[config.mk]
export PLATFORM = sky130hd
export DESIGN_NAME = inst_fetch_unit
export DESIGN_NICKNAME = d
export VERILOG_FILES = /design/src/source/inst_fetch_pkg.sv /design/src/source/inst_fetch_unit.sv
export VERILOG_INCLUDE_DIRS = /design/src /design/src/source
export SDC_FILE = /design/constraint.sdc
export NUM_CORES = 1
export LEC_CHECK = 0
export BUFFER_PORTS_ARGS = -buffer_cell sky130_fd_sc_hd__buf_2
export CORE_AREA = 5 5 151 81
export CTS_CLUSTER_DIAMETER = 80
export DETAILED_ROUTE_END_ITERATION = 12
export DIE_AREA = 0 0 156 86
export PLACE_DENSITY = 0.88
export SETUP_SLACK_MARGIN = 0.05
export SYNTH_ARGS = -nofsm -noshare
export SYNTH_HDL_FRONTEND = slang
export SYNTH_SLANG_ARGS = --single-unit
[constraint.sdc]
create_clock -name i_aclk -period 7.05 [get_ports i_aclk]
set_clock_uncertainty 0.15 [all_clocks]
set_input_delay 1.0575 -clock i_aclk [delete_from_list [all_inputs] [get_ports i_aclk]]
set_output_delay 1.0575 -clock i_aclk [all_outputs]
set_load 0.005 [all_outputs]
[src/source/inst_fetch_cfg.svh]
// Instruction fetch subsystem configuration: bus widths, memory size and window
`ifndef INST_FETCH_CFG_SVH
`define INST_FETCH_CFG_SVH

// ------------------------------
// Bus widths
// ------------------------------
`define IFU_ADDR_WIDTH 32
`define IFU_DATA_WIDTH 64
`define IFU_INST_WIDTH 32

// ------------------------------
// Instruction memory
// ------------------------------
// 1024 words of 64 bits, 8 KiB
`define IFU_MEM_DEPTH_LOG2 10
`define IFU_MEM_BASE 32'h8000_0000

// First fetch comes from the base of the window
`define IFU_RESET_PC `IFU_MEM_BASE

`endif

[src/source/inst_fetch_pkg.sv]
// Instruction fetch package: vector types, AXI-lite channel structs and FSM states
`include "inst_fetch_cfg.svh"

package inst_fetch_pkg;

  // ------------------------------
  // Plain vectors
  // ------------------------------
  typedef logic [`IFU_ADDR_WIDTH-1:0] addr_t;
  typedef logic [`IFU_DATA_WIDTH-1:0] data_t;
  typedef logic [`IFU_DATA_WIDTH/8-1:0] strb_t;
  typedef logic [`IFU_INST_WIDTH-1:0] inst_t;
  typedef logic [1:0] resp_t;

  // AXI response codes in use
  localparam resp_t RESP_OKAY = 2'b00;
  localparam resp_t RESP_DECERR = 2'b11;

  // ------------------------------
  // AXI-lite channel payloads
  // ------------------------------
  typedef struct packed {
    addr_t addr;
  } axil_ar_t;

  typedef struct packed {
    addr_t addr;
  } axil_aw_t;

  typedef struct packed {
    data_t data;
    strb_t strb;
  } axil_w_t;

  typedef struct packed {
    data_t data;
    resp_t resp;
  } axil_r_t;

  // Item handed to the core
  typedef struct packed {
    addr_t pc;
    inst_t inst;
  } fetch_t;

  // ------------------------------
  // State machines
  // ------------------------------
  typedef enum logic {RD_IDLE, RD_RESP} rd_state_e;
  typedef enum logic {WR_IDLE, WR_RESP} wr_state_e;
  typedef enum logic [1:0] {F_IDLE, F_ADDR, F_DATA, F_HALT} fetch_state_e;

endpackage

[src/source/inst_fetch_unit.sv]
// Instruction fetch unit: PC keeper and single-beat AXI-lite read master
`timescale 1ns/1ps
`include "inst_fetch_cfg.svh"

module inst_fetch_unit (
  input  logic                       i_aclk,
  input  logic                       i_rst,

  // Core side
  input  logic                       i_fetch_en,
  input  logic                       i_redirect,
  input  inst_fetch_pkg::addr_t      i_redirect_pc,
  output logic                       o_inst_valid,
  output inst_fetch_pkg::fetch_t     o_fetch,
  output logic                       o_fetch_err,

  // Read address channel
  output logic                       o_arvalid,
  input  logic                       i_arready,
  output inst_fetch_pkg::axil_ar_t   o_ar,

  // Read data channel
  input  logic                       i_rvalid,
  output logic                       o_rready,
  input  inst_fetch_pkg::axil_r_t    i_r
);
  import inst_fetch_pkg::*;

  fetch_state_e state_q;
  addr_t        pc_q;
  addr_t        addr_q;
  logic         discard_q;
  logic         inst_valid_q;
  logic         fetch_err_q;
  fetch_t       fetch_q;

  logic  launch;
  logic  ar_fire;
  logic  r_fire;
  logic  stale;
  inst_t inst_half;

  // ------------------------------
  // Bus handshakes
  // ------------------------------
  assign o_arvalid = (state_q == F_ADDR);
  assign o_rready  = (state_q == F_DATA);
  assign o_ar.addr = addr_q;
  assign ar_fire   = o_arvalid & i_arready;
  assign r_fire    = i_rvalid & o_rready;

  // A redirect on the response cycle also makes it stale
  assign launch = (state_q == F_IDLE) & i_fetch_en & ~i_redirect;
  assign stale  = discard_q | i_redirect;

  // Word half picked by PC bit 2
  assign inst_half = addr_q[2] ? i_r.data[`IFU_DATA_WIDTH-1 -: `IFU_INST_WIDTH]
                               : i_r.data[`IFU_INST_WIDTH-1:0];

  // ------------------------------
  // Fetch FSM
  // ------------------------------
  always_ff @(posedge i_aclk) begin
    if (i_rst) begin
      state_q      <= F_IDLE;
      pc_q         <= `IFU_RESET_PC;
      discard_q    <= 1'b0;
      inst_valid_q <= 1'b0;
      fetch_err_q  <= 1'b0;
    end else begin
      inst_valid_q <= 1'b0;
      fetch_err_q  <= 1'b0;
      case (state_q)
        F_IDLE: begin
          if (launch) state_q <= F_ADDR;
        end
        F_ADDR: begin
          // Address stays on the bus until accepted
          if (ar_fire) state_q <= F_DATA;
          if (i_redirect) discard_q <= 1'b1;
        end
        F_DATA: begin
          if (r_fire) begin
            state_q   <= F_IDLE;
            discard_q <= 1'b0;
            if (!stale) begin
              if (i_r.resp == RESP_OKAY) begin
                inst_valid_q <= 1'b1;
                pc_q         <= pc_q + addr_t'(4);
              end else begin
                fetch_err_q <= 1'b1;
                state_q     <= F_HALT;
              end
            end
          end else if (i_redirect) begin
            discard_q <= 1'b1;
          end
        end
        F_HALT: begin
          if (i_redirect) state_q <= F_IDLE;
        end
        default: state_q <= F_IDLE;
      endcase
      // Redirect wins over the sequential step
      if (i_redirect) pc_q <= i_redirect_pc;
    end
  end

  // ------------------------------
  // Address and item registers
  // ------------------------------
  always_ff @(posedge i_aclk) begin
    if (launch) begin
      addr_q <= pc_q;
    end
    if (r_fire) begin
      fetch_q.pc   <= addr_q;
      fetch_q.inst <= inst_half;
    end
  end

  assign o_inst_valid = inst_valid_q;
  assign o_fetch_err  = fetch_err_q;
  assign o_fetch      = fetch_q;

endmodule

==> results of run 1 <==
## how the worst max path moves through the flow
stage / startpoint / to / slack (ps) / depth (start not counted)
after floorplan: i_rvalid / o_fetch[0] / 3880 / 1
after global placement: i_r[0] / pc_q[20] / 3800 / 5
after detailed placement: i_r[0] / pc_q[20] / 3640 / 5
after CTS: i_r[0] / pc_q[20] / 4070 / 5
after global routing: state_q[0] / pc_q[20] / 3910 / 6
final: i_r[0] / pc_q[20] / 4010 / 5
## layer usage
metal / share of wire / track usage / vias up
met3: 0.093 / 0.06804 / 20
li1: - / - / 2030
met2: 0.46 / 0.3503 / 244
met4: 0.011 / 0.06434 / 0
met1: 0.43 / 0.3136 / 2090
met5: 0 / 0 / -
## per-stage QoR
stage	cells	setup WS, ps
floorplan	413	3880
global placement	743	3802
detailed placement	743	3640
CTS	775	4067
global route	775	3910
finish	775	4013
## state kept, by name, indices dropped and copies added, names as in the netlist
name	flops
discard_q	1
o_ar	32
o_fetch	64
o_fetch_err	1
o_inst_valid	1
pc_q	32
state_q	2
## cell type report
class                      count  area [µm²]
clock inverter                14       202.7
clock buffer                  18       429.2
fill                         782        3406
inverter                       9       33.78
timing repair buffer         207        1046
multi-input combinational    249        1787
sequential                   133        3623
tap                          145       181.4
## kinds of logic after synthesis
family          count (synthesis)  share of synthesized area
compound gates                 56                    0.07831
mux                            34                    0.06861
simple gates                  144                     0.1474
flops                         133                     0.6536
buf+inv                        31                    0.02437
xor+xnor                        9                    0.01422
fa+ha+maj                       6                    0.01354
## power groups by stage
stage | sequential (µW) | clock [µW] | combinational, µW
floorplan | 990 | 0 | 129
global placement | 995 | 0 | 239
detailed placement | 998 | 0 | 251
CTS | 984 | 944 | 252
global route | 992 | 991 | 274
finish | 984 | 930 | 250
## layout by cell type (no fill, tap or decap), types with 2 or more instances in the layout
cell type / netlist / routed
a21oi_1: 4 / 4
nor4_1: 12 / 12
bufinv_16: 0 / 4
inv_1: 9 / 9
clkinvlp_4: 0 / 4
inv_6: 0 / 2
nand4_1: 12 / 12
mux2i_1: 2 / 2
clkinv_4: 0 / 4
buf_4: 1 / 4
or4_1: 10 / 10
clkbuf_16: 0 / 17
or3_1: 5 / 5
buf_2: 0 / 203
a22oi_1: 2 / 2
mux2_2: 32 / 32
o31ai_1: 9 / 9
nor3b_1: 8 / 8
nor3_1: 6 / 6
nand3_1: 12 / 12
xnor2_1: 7 / 7
a2111oi_2: 2 / 2
a211oi_1: 12 / 12
o21ai_0: 7 / 7
nand2_1: 19 / 19
nor2_1: 36 / 36
ha_1: 6 / 6
nor2b_1: 4 / 4
nand3b_1: 3 / 3
edfxtp_1: 96 / 96
dfxtp_1: 37 / 37
and4_1: 6 / 6
xor2_1: 2 / 2
a311oi_1: 12 / 12
==> reports/qor.yml, run 1 <==
logic_synthesis:
  synth_most_common_cell: "edfxtp_1"
  ys_ff_latch: 133
  yosysWarnings: 0
  synth-edff-count: 96
  syn_area_per_cell_um2: 13.42
  yosysUniqueCellTypes: 49
  synthTopCellsByCount: "edfxtp_1 (96), dfxtp_1 (37), nor2_1 (36), mux2_2 (32), nand2_1 (19)"
  synthTopCellsByArea: "edfxtp_1 (52%), dfxtp_1 (13%), mux2_2 (6.5%)"
  synthCells: 413
  synth_top_area_cell: "edfxtp_1"
  synth-seq-area-share: 0.6536
  synth_area_um2: 5544
  synthArstFlopShare: 0
  synth_nets: 523
  yosys.area.top_type_share: 0.5200
  synth-main-ff-cell: "edfxtp_1"
global_route:
  grt_pass1_wl_um: 23600
  grt_usage: 0.2269
  grt_max_degree: 47
  grt_pass1_vias: 4369
  antenna_found_initial: 0
  overflow: 0
die:
  row_count: 27
  dieArea_um2: 13420
  die_width_um: 156
  core-area_um2: 10710
  boundaryPins: 204
  start_util: 0.5177
  fp.dieH_um: 86
placed_design:
  io_buffers: 203
  gp_congestion: 0.9692
  place_area_um2: 6671
  hpwl_um: 11130
sta:
  slew_viol_final: 0
  fin_tns_setup_ps: 0
  fmax_ghz: 0.3292
  worstMarginPinSlew_ps: 858.0
  rsz0062_at_grt: "no"
  hold_ws_ps: 290.3
  timing.slew.headroom: 0.4280
  fin_crit_ps: 3037
  finalSetupViolCount: 0
  finalHoldViolations: 0
  period_share: 0.4308
clock_tree:
  clock_latency_ps: 410
  cts_post_setup_buffers_inserted: 0
  clk_pin_slew_ps: 60
  cts_resized: 0
  numCtsBuffers: 17
  cts-root-buf: "clkbuf_16"
  cts_tree: "built"
  h-tree-depth: 4
  hold_buffers: 0
  clock_sinks: 133
  clockBufferDepth: 2
power_and_ir_drop:
  internal-power_uw: 1643
  p_sw_frac: 0.2409
  p_sw_uw: 521.4
  clockPowerShare: 0.430
  pwr-share-comb: 0.115
  pwr-share-seq: 0.455
  power_uw: 2164
  p_per_area_nw_per_um2: 296.3
  p_leak_uw: 0.002834
  worst_ir_drop_vdd_mv: 0.1924
finish:
  n_antenna_cell: 0
  design_area_um2: 7303
  layout.nets: 727
  fin_util: 0.6820
  layout-drive-gt1-share: 0.4381
  area_growth_pct: 31.73
worst_setup_path:
  crit_fanout: 13
  crit-reg2reg-launch: "state_q[0]"
  cp_cell_sequence: "buf_2 > nand4bb_1 > or3_4 > or4_1 > a311oi_1"
  cp-start-kind: "input port"
  critPathBufInv: 1
  endpoint_kind: "flip-flop"
  crit_required_ps: 7200
  r2r-end: "pc_q[20]"
  critical_path_class: "input port to flip-flop"
  cpPeakStageDelay_ps: 640
  critical_path.top_delay_family: "simple AND/OR/NAND/NOR gates"
  worstPathArrival_ps: 3190
  crit_slowest_cell: "or3_4"
  r2r_cells: 6
  r2r_slack_ps: 4050
run_status:
  status: "complete, no violations"
job:
  maxCapViolCount: 0
route:
  drc_errors: 0
  drt_iter0_markers: 286
  wl_per_cell_um: 19.81
  dr_total_vias: 4384
  dr.pass1.iters: 7
  routed_wl_um: 15350
  routed_via_density: 5.657
  ant_nets: 0
hold_path:
  min_path_cells: 0
  holdPathEnd: "o_ar[0]"
  hold_path.class: "flip-flop to flip-flop"
  min_from: "pc_q[0]"
No activity file was read; power rests on OpenSTA's default activity.
==> run 2: changes to the inputs <==
- CORE_AREA: 5 5 151 81 -> 5 5 163 87
- DIE_AREA: 0 0 156 86 -> 0 0 168 92
- PLACE_DENSITY: 0.88 -> 0.8
- clock period: 7.05 -> 2.5 ns (I/O delays scaled with it)
==> reports/qor.yml, run 2 (synthesized netlist as in run 1, its figures left out) <==
finish:
  area_growth_pct: 32.66
  layout-drive-gt1-share: 0.4483
  fin_util: 0.5909
  nFillCells: 982
  ff_latch_area_um2: 3623
  layout.nets: 735
  multi_input_area_um2: 1795
  mostFrequentLayoutCell: "buf_2"
  n_antenna_cell: 0
  most-common-layout-cells: "buf_2 (203), edfxtp_1 (96), dfxtp_1 (37), nor2_1 (36), mux2_2 (32)"
  design_area_um2: 7355
  largest_reg_flops: 64
sta:
  period_share: 0.9458
  slew_viol_final: 0
  layout_setup_ws_ps: 135.4
  rsz0062_at_grt: "yes"
  fin_tns_setup_ps: 0
  fin_crit_ps: 2365
  worstMarginPinSlew_ps: 515.0
  timing.slew.headroom: 0.6560
  finalHoldViolations: 0
  finalSetupViolCount: 0
  fmax_ghz: 0.4229
clock_tree:
  clock_sinks: 133
  clock_latency_ps: 410
  cts_resized: 0
  cts-root-buf: "clkbuf_16"
  hold_buffers: 0
  clockBufferDepth: 2
  h-tree-depth: 4
  cts_post_setup_buffers_inserted: 0
  numCtsBuffers: 17
  clk_pin_slew_ps: 60
  cts_tree: "built"
power_and_ir_drop:
  p_sw_frac: 0.2426
  pwr-share-seq: 0.473
  worst_ir_drop_vdd_mv: 0.3684
  p_sw_uw: 1412
  pwr-share-comb: 0.125
  internal-power_uw: 4411
  clockPowerShare: 0.403
  p_per_area_nw_per_um2: 791.8
  p_leak_uw: 0.002848
worst_setup_path:
  cpPeakStageDelay_ps: 630
  r2r_cells: 7
  crit_required_ps: 2640
  cp-start-kind: "flip-flop"
  critical_path_class: "flip-flop to flip-flop"
  crit_fanout: 11
  worstPathArrival_ps: 2510
  cp_cell_sequence: "inv_1 > ha_2 > nand4bb_1 > buf_4 > or4_1 > nor4_2 > nor3_1"
  crit_slowest_cell: "or4_1"
  endpoint_kind: "flip-flop"
placed_design:
  hpwl_um: 10060
  io_buffers: 203
  place_area_um2: 6775
  place_ws_ps: 173.6
  gp_congestion: 0.8388
route:
  dr.pass1.iters: 6
  drt_iter0_markers: 262
  wl_per_cell_um: 17.34
  routed_via_density: 5.308
  routed_wl_um: 14010
  drc_errors: 0
  ant_nets: 0
  dr_total_vias: 4289
die:
  core-area_um2: 12450
  fp.dieH_um: 92
  start_util: 0.4455
  boundaryPins: 204
  dieArea_um2: 15460
  row_count: 29
  die_width_um: 168
global_route:
  antenna_found_initial: 1
  grt_pass1_vias: 4330
  overflow: 0
  grt_pass1_wl_um: 21980
  grt_usage: 0.1775
  grt_max_degree: 39
job:
  maxCapViolCount: 0
run_status:
  status: "complete, no violations"
hold_path:
  min_path_cells: 3
  hold_path.class: "input port to flip-flop"
## run 2: path summary, 6_finish.rpt
path / from / end / slack [ps]
max: state_q[0] / pc_q[31] / 140
min: i_redirect_pc[1] / pc_q[1] / 60
max reg2reg: state_q[0] / pc_q[31] / 140
min reg2reg: pc_q[1] / o_ar[1] / 280
## run 2: metrics by stage
stage | instances | hold slack (ps) | total power [µW]
6_report | 808 | 55.39 | 5823
5_1_grt | 808 | 65.76 | 6073
4_1_cts | 808 | 49.03 | 5872
3_5_place_dp | 776 | 270.1 | 3523
3_3_place_gp | 776 | 264.0 | 3488
2_1_floorplan | 413 | 257.6 | 3152
## run 2: per-layer routing
metal,track usage,up-vias,share of wire,wire length [µm]
met2,0.3084,190,0.51,7100
met3,0.05369,29,0.076,1059
met1,0.2073,2026,0.40,5571
li1,-,2042,-,-
met4,0.07225,2,0.019,271
met5,0,-,0.00050,7
## run 2: layout make-up
| cell class | instances | area share |
|---|---|---|
| clock buffers | 20 | 0.06346 |
| clock inverters | 12 | 0.01412 |
| inverters | 9 | 0.004593 |
| multi-input cells | 249 | 0.2441 |
| flip-flops and latches | 133 | 0.4927 |
| well taps | 170 | 0.02892 |
| repair buffers | 215 | 0.1521 |
## run 2: critical path, delay by kind of cell, from the launching register on
family        cells  cell delay, ps
flops             1             350
buf+inv           2             330
fa+ha+maj         1             240
simple gates      4            1180
## run 2: power groups by stage
stage	clock [µW]	combinational, µW	sequential, µW
after CTS	2380	735	2750
after detailed placement	0	728	2790
after global placement	0	703	2780
final	2340	726	2750
after global routing	2500	797	2780
after floorplan	0	364	2790
